[src/hdl/rv_isa_pkg.sv]
`default_nettype none

package rv_isa_pkg;

  // major opcodes
  localparam logic [6:0] OPC_OP     = 7'b0110011;
  localparam logic [6:0] OPC_OP_IMM = 7'b0010011;
  localparam logic [6:0] OPC_BRANCH = 7'b1100011;
  localparam logic [6:0] OPC_LUI    = 7'b0110111;
  localparam logic [6:0] OPC_AUIPC  = 7'b0010111;

  localparam logic [2:0] F3_ADD_SUB = 3'b000;
  localparam logic [2:0] F3_SLL     = 3'b001;
  localparam logic [2:0] F3_SLT     = 3'b010;
  localparam logic [2:0] F3_SLTU    = 3'b011;
  localparam logic [2:0] F3_XOR     = 3'b100;
  localparam logic [2:0] F3_SR      = 3'b101; // srl / sra by funct7
  localparam logic [2:0] F3_OR      = 3'b110;
  localparam logic [2:0] F3_AND     = 3'b111;

  // branch conditions
  localparam logic [2:0] F3_BEQ  = 3'b000;
  localparam logic [2:0] F3_BNE  = 3'b001;
  localparam logic [2:0] F3_BLT  = 3'b100;
  localparam logic [2:0] F3_BGE  = 3'b101;
  localparam logic [2:0] F3_BLTU = 3'b110;
  localparam logic [2:0] F3_BGEU = 3'b111;

  localparam logic [6:0] F7_ALT = 7'b0100000; // sub, sra

  typedef struct packed {
    logic [6:0] funct7;
    logic [4:0] rs2;
    logic [4:0] rs1;
    logic [2:0] funct3;
    logic [4:0] rd;
    logic [6:0] opcode;
  } r_fmt_t;

  typedef struct packed {
    logic [11:0] imm;     // funct7 of shift-imm sits in imm[11:5]
    logic [4:0]  rs1;
    logic [2:0]  funct3;
    logic [4:0]  rd;
    logic [6:0]  opcode;
  } i_fmt_t;

  // branch offset is scattered, bit 0 implied zero
  typedef struct packed {
    logic       imm_12;
    logic [5:0] imm_10_5;
    logic [4:0] rs2;
    logic [4:0] rs1;
    logic [2:0] funct3;
    logic [3:0] imm_4_1;
    logic       imm_11;
    logic [6:0] opcode;
  } b_fmt_t;

  typedef struct packed {
    logic [19:0] imm_31_12;
    logic [4:0]  rd;
    logic [6:0]  opcode;
  } u_fmt_t;

  typedef union packed {
    r_fmt_t r;
    i_fmt_t i;
    b_fmt_t b;
    u_fmt_t u;
  } instr_t;

endpackage

`default_nettype wire
[src/hdl/rv_exec_pkg.sv]
`default_nettype none

package rv_exec_pkg;

  localparam int XLEN = 32;

  typedef enum logic [4:0] {
    ADD,
    SUB,
    AND,
    OR,
    XOR,
    SLL,
    SRL,
    SRA,
    SLT,
    SLTU,
    BEQ,
    BNE,
    BLT,
    BGE,
    BLTU,
    BGEU,
    LUI,
    AUIPC,
    NOP    // illegal encodings only
  } uop_e;

  // from the reservation station
  typedef struct packed {
    logic                valid;
    rv_isa_pkg::instr_t  instr;
    logic [XLEN-1:0]     pc;
    logic [XLEN-1:0]     rs1_val;
    logic [XLEN-1:0]     rs2_val;
  } issue_t;

  // decode to alu
  typedef struct packed {
    logic            valid;
    uop_e            uop;
    logic [4:0]      rd;
    logic [XLEN-1:0] op_a;
    logic [XLEN-1:0] op_b;    // rs2_val, imm or shamt
    logic [XLEN-1:0] imm;
    logic [XLEN-1:0] pc;
    logic            illegal;
  } dec_t;

  typedef struct packed {
    logic            valid;
    logic [4:0]      rd;
    logic [XLEN-1:0] value;
    logic            illegal;
  } wb_t;

  typedef struct packed {
    logic            valid;
    logic            taken;
    logic [XLEN-1:0] target; // pc+4 when not taken
  } redirect_t;

endpackage

`default_nettype wire

[src/hdl/rv_exec_unit.sv]
`default_nettype none

module rv_exec_unit (
  input  logic                   clk_in,
  input  logic                   rst,
  input  logic                   rdy_in,   // pauses both stages when low
  input  rv_exec_pkg::issue_t    issue,
  output rv_exec_pkg::wb_t       wb,
  output rv_exec_pkg::redirect_t redir
);

  import rv_exec_pkg::*;

  dec_t        dec;
  logic [31:0] alu_value;
  logic        br_taken;
  logic [31:0] br_target;

  rv_decode decode0 (
    .clk_in (clk_in),
    .rst    (rst),
    .rdy_in (rdy_in),
    .issue  (issue),
    .dec    (dec)
  );

  rv_alu alu0 (
    .dec       (dec),
    .alu_value (alu_value),
    .br_taken  (br_taken),
    .br_target (br_target)
  );

  rv_result result0 (
    .clk_in    (clk_in),
    .rst       (rst),
    .rdy_in    (rdy_in),
    .dec       (dec),
    .alu_value (alu_value),
    .br_taken  (br_taken),
    .br_target (br_target),
    .wb        (wb),
    .redir     (redir)
  );

endmodule

`default_nettype wire

[src/hdl/rv_result.sv]
`default_nettype none

module rv_result (
  input  logic                   clk_in,
  input  logic                   rst,
  input  logic                   rdy_in,
  input  rv_exec_pkg::dec_t      dec,
  input  logic [31:0]            alu_value,
  input  logic                   br_taken,
  input  logic [31:0]            br_target,
  output rv_exec_pkg::wb_t       wb,
  output rv_exec_pkg::redirect_t redir
);

  import rv_exec_pkg::*;

  wb_t       wb_nxt;
  redirect_t redir_nxt;
  logic      is_branch;

  assign is_branch = dec.uop inside {BEQ, BNE, BLT, BGE, BLTU, BGEU};

  always_comb begin
    wb_nxt    = '0;
    redir_nxt = '0;
    if (dec.valid) begin
      if (dec.illegal) begin
        wb_nxt.valid   = 1'b1;   // rd and value stay zero
        wb_nxt.illegal = 1'b1;
      end else if (is_branch) begin
        redir_nxt.valid  = 1'b1;
        redir_nxt.taken  = br_taken;
        redir_nxt.target = br_target;
      end else if (dec.rd != 5'd0) begin
        wb_nxt.valid = 1'b1;
        wb_nxt.rd    = dec.rd;
        wb_nxt.value = alu_value;
      end
    end
  end

  always_ff @(posedge clk_in) begin
    if (rst) begin
      wb.valid    <= 1'b0;
      redir.valid <= 1'b0;
    end else if (rdy_in) begin
      wb    <= wb_nxt;
      redir <= redir_nxt;
    end
  end

  wb_redir_exclusive: assert property (@(posedge clk_in) disable iff (rst)
    !(wb.valid && redir.valid));

endmodule

`default_nettype wire

[src/hdl/rv_alu.sv]
`default_nettype none

module rv_alu (
  input  rv_exec_pkg::dec_t dec,
  output logic [31:0]       alu_value,
  output logic              br_taken,
  output logic [31:0]       br_target
);

  import rv_exec_pkg::*;

  logic [4:0]      shamt;
  logic            eq;
  logic            lt_s;
  logic            lt_u;
  logic            is_branch;
  logic            br_cond;
  logic [XLEN-1:0] offset;

  assign shamt = dec.op_b[4:0];
  assign eq    = (dec.op_a == dec.op_b);
  assign lt_s  = ($signed(dec.op_a) < $signed(dec.op_b));
  assign lt_u  = (dec.op_a < dec.op_b);

  assign is_branch = dec.uop inside {BEQ, BNE, BLT, BGE, BLTU, BGEU};

  always_comb begin
    case (dec.uop)
      ADD:     alu_value = dec.op_a + dec.op_b;
      SUB:     alu_value = dec.op_a - dec.op_b;
      AND:     alu_value = dec.op_a & dec.op_b;
      OR:      alu_value = dec.op_a | dec.op_b;
      XOR:     alu_value = dec.op_a ^ dec.op_b;
      SLL:     alu_value = dec.op_a << shamt;
      SRL:     alu_value = dec.op_a >> shamt;
      SRA:     alu_value = $unsigned($signed(dec.op_a) >>> shamt);
      SLT:     alu_value = {31'b0, lt_s};
      SLTU:    alu_value = {31'b0, lt_u};
      LUI:     alu_value = dec.imm;
      AUIPC:   alu_value = dec.pc + dec.imm;
      default: alu_value = '0;     // branches and nop
    endcase
  end

  always_comb begin
    case (dec.uop)
      BEQ:     br_cond = eq;
      BNE:     br_cond = !eq;
      BLT:     br_cond = lt_s;
      BGE:     br_cond = !lt_s;
      BLTU:    br_cond = lt_u;
      BGEU:    br_cond = !lt_u;
      default: br_cond = 1'b0;
    endcase
  end

  assign br_taken  = br_cond;
  assign offset    = br_taken ? dec.imm : 32'd4;
  assign br_target = dec.pc + offset; // fall-through when not taken

  // compare flags must not leak into alu ops
  br_taken_only_on_branch: assert final (!br_taken || is_branch);

endmodule

`default_nettype wire

[src/hdl/rv_decode.sv]
`default_nettype none

module rv_decode (
  input  logic                clk_in,
  input  logic                rst,
  input  logic                rdy_in,
  input  rv_exec_pkg::issue_t issue,
  output rv_exec_pkg::dec_t   dec
);

  import rv_isa_pkg::*;
  import rv_exec_pkg::*;

  instr_t          ins;
  logic [XLEN-1:0] imm_i;
  logic [XLEN-1:0] imm_b;
  logic [XLEN-1:0] imm_u;
  logic [2:0]      f3;
  logic [6:0]      f7_r;
  logic [6:0]      f7_i;
  dec_t            dec_nxt;

  function automatic uop_e alu_uop(input logic [2:0] funct3, input logic alt);
    case (funct3)
      F3_ADD_SUB: alu_uop = alt ? SUB : ADD;
      F3_SLL:     alu_uop = SLL;
      F3_SLT:     alu_uop = SLT;
      F3_SLTU:    alu_uop = SLTU;
      F3_XOR:     alu_uop = XOR;
      F3_SR:      alu_uop = alt ? SRA : SRL;
      F3_OR:      alu_uop = OR;
      F3_AND:     alu_uop = AND;
      default:    alu_uop = NOP;
    endcase
  endfunction

  assign ins   = issue.instr;
  assign f3    = ins.r.funct3;   // same bits in every view with a funct3
  assign f7_r  = ins.r.funct7;
  assign f7_i  = ins.i.imm[11:5];

  assign imm_i = {{20{ins.i.imm[11]}}, ins.i.imm};
  assign imm_b = {{19{ins.b.imm_12}}, ins.b.imm_12, ins.b.imm_11,
                  ins.b.imm_10_5, ins.b.imm_4_1, 1'b0};
  assign imm_u = {ins.u.imm_31_12, 12'b0};

  always_comb begin
    dec_nxt         = '0;
    dec_nxt.valid   = issue.valid;
    dec_nxt.pc      = issue.pc;
    dec_nxt.op_a    = issue.rs1_val;
    dec_nxt.op_b    = issue.rs2_val;
    dec_nxt.rd      = ins.r.rd;
    dec_nxt.uop     = NOP;
    dec_nxt.illegal = 1'b0;

    case (ins.r.opcode)
      OPC_OP: begin
        if (f7_r == 7'b0 || (f7_r == F7_ALT && (f3 == F3_ADD_SUB || f3 == F3_SR))) begin
          dec_nxt.uop = alu_uop(f3, f7_r == F7_ALT);
        end else begin
          dec_nxt.illegal = 1'b1;
        end
      end
      OPC_OP_IMM: begin
        dec_nxt.imm  = imm_i;
        dec_nxt.op_b = imm_i; // sltiu compares against the sign-extended value
        if (f3 == F3_SLL || f3 == F3_SR) begin
          dec_nxt.op_b = {27'b0, ins.i.imm[4:0]};
          if (f7_i == 7'b0 || (f3 == F3_SR && f7_i == F7_ALT)) begin
            dec_nxt.uop = alu_uop(f3, f7_i == F7_ALT);
          end else begin
            dec_nxt.illegal = 1'b1;
          end
        end else begin
          dec_nxt.uop = alu_uop(f3, 1'b0); // no subi
        end
      end
      OPC_BRANCH: begin
        dec_nxt.imm = imm_b;
        dec_nxt.rd  = 5'd0;
        case (f3)
          F3_BEQ:  dec_nxt.uop = BEQ;
          F3_BNE:  dec_nxt.uop = BNE;
          F3_BLT:  dec_nxt.uop = BLT;
          F3_BGE:  dec_nxt.uop = BGE;
          F3_BLTU: dec_nxt.uop = BLTU;
          F3_BGEU: dec_nxt.uop = BGEU;
          default: dec_nxt.illegal = 1'b1;
        endcase
      end
      OPC_LUI: begin
        dec_nxt.imm = imm_u;
        dec_nxt.uop = LUI;
      end
      OPC_AUIPC: begin
        dec_nxt.imm = imm_u;
        dec_nxt.uop = AUIPC;
      end
      default: dec_nxt.illegal = 1'b1;
    endcase

    if (dec_nxt.illegal) begin
      dec_nxt.uop = NOP;
      dec_nxt.rd  = 5'd0;
    end
  end

  // payload fields carry no reset
  always_ff @(posedge clk_in) begin
    if (rst) begin
      dec.valid <= 1'b0;
    end else if (rdy_in) begin
      dec <= dec_nxt;
    end
  end

  nop_only_when_illegal: assert property (@(posedge clk_in) disable iff (rst)
    dec.valid && (dec.uop == NOP) |-> dec.illegal);

endmodule

`default_nettype wire

[config.mk]
export PLATFORM = sky130hd
export DESIGN_NAME = rv_exec_unit
export DESIGN_NICKNAME = d
export VERILOG_FILES = /design/src/hdl/rv_isa_pkg.sv /design/src/hdl/rv_exec_pkg.sv /design/src/hdl/rv_exec_unit.sv /design/src/hdl/rv_result.sv /design/src/hdl/rv_alu.sv /design/src/hdl/rv_decode.sv
export SDC_FILE = /design/constraint.sdc
export NUM_CORES = 1
export LEC_CHECK = 0
export ABC_AREA = 1
export BUFFER_PORTS_ARGS = -buffer_cell sky130_fd_sc_hd__buf_2
export CORE_MARGIN = 8
export CORE_UTILIZATION = 25
export CTS_CLUSTER_DIAMETER = 30
export DETAILED_ROUTE_END_ITERATION = 10
export MAX_ROUTING_LAYER = met4
export SLEW_MARGIN = 20
export SYNTH_ARGS = -nofsm -noshare
export SYNTH_HDL_FRONTEND = slang
export SYNTH_HIERARCHICAL = 1
export SYNTH_SLANG_ARGS = --single-unit
[constraint.sdc]
create_clock -name clk_in -period 25.8 [get_ports clk_in]
set_input_delay 5.16 -clock clk_in [delete_from_list [all_inputs] [get_ports clk_in]]
set_output_delay 5.16 -clock clk_in [all_outputs]
set_load 0.02 [all_outputs]
; ---- After elaboration in Yosys (flattened, before gate mapping)
; Memories as Yosys holds them, arrays and structs flattened.
; Cells that the tools add are included.
[op_classes]
n_eq_ne = 31
n_bitwise = 7
reduce_logical = 20
order_cmp = 2
add_sub_neg = 4
multipliers = 0
n_div = 0
n_shift = 3
muxes = 28
[op_table]
columns = op, count
row1 = $pmux 32 s12, 1
row2 = $mux 34, 3
row3 = $add 32x32->32, 3
row4 = $mux 32, 3
row5 = $pmux 32 s3, 1
row6 = $mux 38, 2
row7 = $lt 32x32->1, 2
row8 = $eq 5x4->1 const B, 8
row9 = $pmux 5 s8, 1
row10 = $mux 39, 1
row11 = $mux 37, 1
row12 = $and 32x32->32, 1
row13 = $eq 32x32->1, 1
row14 = $or 32x32->32, 1
row15 = $shl 32x5->32, 1
row16 = $shr 32x5->32, 1
row17 = $sshr 32x5->32, 1
row18 = $sub 32x32->32, 1
row19 = $xor 32x32->32, 1
row20 = $pmux 5 s6, 1
row21 = $pmux 5 s5, 1
row22 = $eq 7x6->1 const B, 3
row23 = $eq 5x3->1 const B, 4
row24 = $mux 5, 3
row25 = other kinds (25), 49
[totals]
memories = 1
out_inout_bits = 73
latchBits = 0
romBits = 32
ff_bits = 213
ram_bits = 0
[mem_list]
columns = memory, words, width, rd, rd_ports_with_merged_regs, wr, line_no
row1 = (no name shown), 8, 4, 1, 0, 0, rv_decode.sv:24  ; case (funct3)

; ---- Longest topological paths before layout
; Gate-level depths: netlist of the first run.
[logic_depth]
ltp_word = 8
ltp_mapped = 37
mapped_depth_nobuf = 35

; ---- By module
; The synthesis of the first run kept the hierarchy.
[by_module_without_submodules]
columns = mod, area_per_inst_um2, cells_each, seq_area_each_um2, instances
row1 = rv_alu, 12919.9, 2458, 0.0, 1
row2 = rv_decode, 5216.3, 380, 4194.0, 1
row3 = rv_result, 2994.1, 244, 2172.1, 1

; ---- Worst setup path before layout of the first run
; Ideal clock, no wire load.
[synth_path]
path_type = input to register
startpoint = input port rdy_in
endpoint = register decode0/dec[0] (netlist name)
slack_ps = 14112
path_buffers = 0
arrival_time_ps = 11044
setup_ps = 644
required_time_ps = 25156
cell_stages = 2
cell_sequence = inv_1 > nor2_1
[synth_via]
elab_chain_len = 1
[synth_rtl]
columns = item, line_no
row1 = start: declaration, rv_exec_unit.sv:6  ; input logic rdy_in,
row2 = $reduce_and 2->1 (no source line), n/a
; No other way between the ends.
; A chain may end at the register's enable or synchronous reset.

==> flow_metrics.tcl, run 1 <==
set metrics [dict create \
    status "complete, no violations" \
    htreeDepth 2 \
    cts_made_buffers 48 \
    hold_end "decode0/dec[139]" \
    dieArea_um2 94100 \
    post_cts_resized 0 \
    timing.rr.end "result0/redir[30]" \
    p_leak_nw 11.4 \
    clkTransAtPathRegs_ps 50 \
    path_max_fanout 47 \
    grt_max_degree 78 \
    synth.net_count 3377 \
    cts_tree "done" \
    firstDrtPassIters 6 \
    hpwlAfterDp_um 73100 \
    synth-edff-count 210 \
    finalSetupViolations 0 \
    core.rowCount 106 \
    async_reset_ff_share_pct 0 \
    ys_seq_elements 213 \
    port_buffers 204 \
    p_per_area_nw_per_um2 62.0 \
    syn_inst 3082 \
    die_w_um 307 \
    criticalPathCategory "primary input to register" \
    ant_nets 0 \
    arrival_ps 7570 \
    mostFrequentLayoutCell "nand2_1" \
    r2r_slack_ps 20110 \
    gp_congestion 1.02 \
    rr_startpoint "decode0/dec[67]" \
    slew_violations 0 \
    cts_buffer_depth 3 \
    layout-drive-gt1-share_pct 13.4 \
    drt-total-wl_um 90600 \
    slew_headroom_pct 28.3 \
    cp-end-kind "register" \
    worstSkewPairLatency_ps 610 \
    wl_per_cell_um 20.5 \
    synth_seq_area_share_pct 30.1 \
    place_ws_ps 18050 \
    grt_overflow 0 \
    vias 22100 \
    drt_iter0_markers 2443 \
    die_h_um 307 \
    netlist.area_leader.share_pct 29.8 \
    hold_viol 0 \
    cap_violations 0 \
    ir_drop_mv 0.0476 \
    synth_area_leader_cell "edfxtp_1" \
    grt_pass1_vias 20900 \
    finalCritPeriodShare_pct 27.6 \
    layout_setup_ws_ps 18670 \
    cp-start-kind "primary input" \
    root_buffer "clkbuf_16" \
    tightest_slew_ps 1070 \
    setup_tns_ps 0 \
    syn2layout_area_growth_pct 17.8 \
    drc_errors 0 \
    io_pins 205 \
    grt_pass1_wl_um 133000 \
    synthFlopType "edfxtp_1" \
    cts_sinks 213 \
    synth.distinct_cells 61 \
    cts_hold_buffers 0 \
    final_cell_mix "nand2_1, inv_1, nor2_1" \
    clock.fmax_ghz 0.140 \
    yosys_warnings 6 \
    track_usage_pct 19.0 \
    rsz0062_at_grt "false" \
    syn_area_um2 21100 \
    fin_nets 3539 \
    post-cts-setup-buffers 0 \
    antenna_found_initial 1 \
    hold_depth 2 \
    hold_path.class "register to register" \
    vias_per_cell 5.01 \
    initial_utilization_pct 25.2 \
    synth_area_per_cell_um2 6.86 \
    skew_ps 64.7 \
    synthTopCellsByArea "edfxtp_1, nand2_1, ha_1" \
    period_minus_slack_ps 7130 \
    core_area_um2 83700 \
    hold_start "decode0/dec[139]" \
    r2r_cells 34 \
    required_ps 26240 \
]
==> cells by family after synthesis <==
group,after synthesis,share of synthesized area (%)
XOR/XNOR,39,1.62
multiplexers,13,0.616
adder cells (fa/ha/maj),163,9.79
flip-flops,213,30.1
AND/OR/NAND/NOR,1352,27.3
AO/OA/AOI/OAI,721,19.4
buffers and inverters,581,11.1
==> synth_stat cells, types with 10 or more instances <==
cell type and n:
inv_2 29, inv_1 433, a21oi_1 242, buf_4 11, nand3_1 149, a221oi_1 16, a31oi_1 17, o21bai_1 13
nand2_2 21, o22ai_1 19, a21o_1 10, clkbuf_1 42, o211ai_1 26, o21a_1 15, o21ai_0 291, edfxtp_1 210
mux2i_1 13, nand2_1 726, or2_2 18, nor3_1 36, o21ai_1 10, nand4_1 33, xor2_1 32, o2111ai_1 11
nor2_2 42, ha_1 159, nor2_1 295, buf_2 47
==> per-stage QoR <==
step / instance area [um^2] / cells / util (%) / hold WS [ps] / power [W]
finish: 24900 / 4418 / 29.7 / 528 / 0.00154
global route: 24900 / 4418 / 29.7 / 580 / 0.00163
CTS: 24900 / 4417 / 29.7 / 535 / 0.00155
detailed placement: 23200 / 4328 / 27.7 / 529 / 0.000894
global placement: 23200 / 4328 / 27.7 / 507 / 0.000893
floorplan: 21100 / 3082 / - / 471 / 0.000754
==> how the worst max path moves through the flow <==
stage | end | slack (ps) | cells after the start | start
after floorplan | decode0/dec[0] | 14110 | 2 | rdy_in
after global placement | decode0/dec[91] | 18050 | 8 | issue[99]
after detailed placement | decode0/dec[84] | 18050 | 8 | issue[99]
after CTS | decode0/dec[89] | 18650 | 8 | issue[99]
after global routing | decode0/dec[92] | 18370 | 8 | issue[99]
final | decode0/dec[89] | 18670 | 8 | issue[99]
==> power breakdown <==
group	switching (W)	leakage, nW	total, W	internal (W)
registers	0.0000283	2.02	0.000431	0.000402
logic	0.000319	8.52	0.000466	0.000147
clock network	0.000204	0.830	0.000647	0.000442
total	0.000551	11.4	0.00154	0.000992
==> routing by layer <==
metal / part of all wire (%) / up-vias / global-route usage [%] / wire length, um
met5: 0 / - / - / 0
met4: 3.5 / 0 / 5.91 / 3130
met3: 8.2 / 148 / 2.87 / 7430
met2: 47 / 971 / 31.1 / 42400
met1: 41 / 10400 / 24.2 / 37600
li1: - / 10600 / - / -
==> area by class of cell <==
class,instances,area (um^2)
fillers,9219,58800
well taps,1134,1420
repair buffers,227,1190
clock buffers,57,1230
multi-input cells,2288,12400
clock inverters,32,488
flip-flops and latches,213,6370
diodes,1,2.50
inverters,466,1750
==> worst max-delay path: stages <==
cell,delay (ps)
buf_2,100
inv_1,40
nand3_1,90
nor2_1,170
nand2_2,610
inv_4,330
nand3_1,760
nand2_1,270
==> registers in the layout (all words and copies together), names as in the netlist <==
| signal | count |
|---|---|
| decode0/dec | 140 |
| result0/wb | 39 |
| result0/redir | 34 |
No activity file was read; power rests on OpenSTA's default activity.
==> run 2, diff against run 1 <==
- clock period: 25.8 -> 6 ns (I/O delays scaled with it)
==> run 2 against run 1 <==
Net effect:
- final cell count is 1.0% higher
- utilization is 0.67 points higher
- final area grew 2.3%
- critical path type is now register to register
==> flow_metrics.tcl, run 2 (synthesized netlist as in run 1, its figures left out) <==
set metrics [dict create \
    slew_violations 0 \
    firstDrtPassIters 6 \
    grt_overflow 0 \
    drt_iter0_markers 2247 \
    drt-total-wl_um 94800 \
    critPathMostFrequentCell "nand2_1" \
    die_w_um 307 \
    dieArea_um2 94100 \
    rsz0062_at_grt "false" \
    period_minus_slack_ps 5180 \
    hold_viol 0 \
    cpPeakStageDelay_ps 730 \
    grt_pass1_vias 21500 \
    cts_hold_buffers 0 \
    initial_utilization_pct 25.2 \
    root_buffer "clkbuf_16" \
    hpwlAfterDp_um 77600 \
    grt_pass1_wl_um 136000 \
    core_area_um2 83700 \
    grtUsageMet1_pct 24.3 \
    track_usage_pct 19.7 \
    grt_use_met2_pct 31.9 \
    core.rowCount 106 \
    required_ps 6370 \
    largest_register "decode0/dec" \
    die_h_um 307 \
    vias_per_cell 5.02 \
    busiest_layer "met2" \
    cap_violations 0 \
    worstSkewPairLatency_ps 640 \
    nFillCells 9276 \
    p_per_area_nw_per_um2 283 \
    slowest_stage "edfxtp_1" \
    drc_errors 0 \
    post_cts_resized 0 \
    setup_tns_ps 0 \
    clock.fmax_ghz 0.193 \
    finalCritPeriodShare_pct 86.3 \
    post-cts-setup-buffers 0 \
    top_regs "decode0/dec x140, result0/wb x39, result0/redir x34" \
    ant_nets 0 \
    cp-start-kind "register" \
    vias 22400 \
    finalSetupViolations 0 \
    final_cell_mix "nand2_1, inv_1, nor2_1" \
    wl_per_cell_um 21.2 \
    skew_ps 70.9 \
    cts_sinks 213 \
    cts_buffer_depth 3 \
    path_max_fanout 28 \
    largest_reg_flops 140 \
    use_met3_pct 2.98 \
    tightest_slew_ps 1140 \
    hold_path.class "register to register" \
    arrival_ps 5550 \
    mostFrequentLayoutCell "nand2_1" \
    cp-end-kind "register" \
    criticalPathCategory "register to register" \
    status "complete, no violations" \
    cts_made_buffers 61 \
    p_leak_nw 11.7 \
    cts_tree "done" \
    syn2layout_area_growth_pct 20.5 \
    fin_nets 3569 \
    ir_drop_mv 0.213 \
    io_pins 205 \
    grt_max_degree 79 \
    hold_slack_ps 508 \
    gp_congestion 1.10 \
    antenna_found_initial 3 \
    layout-drive-gt1-share_pct 14.7 \
    clkTransAtPathRegs_ps 50 \
    htreeDepth 2 \
    slew_headroom_pct 23.9 \
    port_buffers 204 \
]
[run 2: changes by cell type in the layout (fill, tap and decap cells not counted), sizes merged]
cell / delta
bufinv: -2
clkinvlp: +5
diode: +1
clkbuf: +7
clkinv: +11
inv: +5
buf: +17
[run 2: power breakdown]
| group | switching, W | total (W) | leakage [nW] | internal [W] |
|---|---|---|---|---|
| Combinational | 0.00142 | 0.00207 | 8.61 | 0.000648 |
| Clock | 0.00108 | 0.00329 | 1.02 | 0.00222 |
| Sequential | 0.000110 | 0.00184 | 2.02 | 0.00173 |
| Total | 0.00261 | 0.00720 | 11.7 | 0.00459 |
[run 2: worst max-delay path: cells and delay by family, from the launching register on]
family,cells,cell delay [ps]
compound gates,5,870
simple gates,17,1600
flops,1,730
fa+ha+maj,2,770
buf+inv,6,790
xor+xnor,1,150
[run 2: cell type report]
cell class                 count  area (um^2)  share of cell area [%]
multi-input combinational   2288        12400                    48.9
sequential                   213         6370                    25.0
inverter                     466         1750                    6.88
clock buffer                  64         1540                    6.04
tap                         1134         1420                    5.57
timing repair buffer         244         1350                    5.29
clock inverter                51          589                    2.32
antenna                        2         5.00                  0.0197
[run 2: metrics by stage]
step                      instance area (um^2)  setup slack [ps]  util (%)  std cells  power [W]
after floorplan                          21100               713         -       3082    0.00324
after global placement                   23300              1010      27.9       4345    0.00391
after detailed placement                 23300               948      27.9       4345    0.00389
after CTS                                25500               872      30.4       4460    0.00724
after global routing                     25500               351      30.4       4462    0.00756
final                                    25500               823      30.4       4462    0.00720
[run 2: path summary, 6_finish.rpt]
kind	slack (ps)	endpoint	from	cells after the start
setup / recovery	820	result0/redir[23]	decode0/dec[69]	31
hold reg to reg	510	decode0/dec[139]	decode0/dec[139]	2
setup reg to reg	820	result0/redir[23]	decode0/dec[69]	31
hold / removal	510	decode0/dec[139]	decode0/dec[139]	2
[run 2: routing by layer]
metal	wire [um]	vias to the layer above
met1	39400	10500
li1	-	10700
met2	43700	974
met3	6770	211
met4	4920	0
met5	0	-
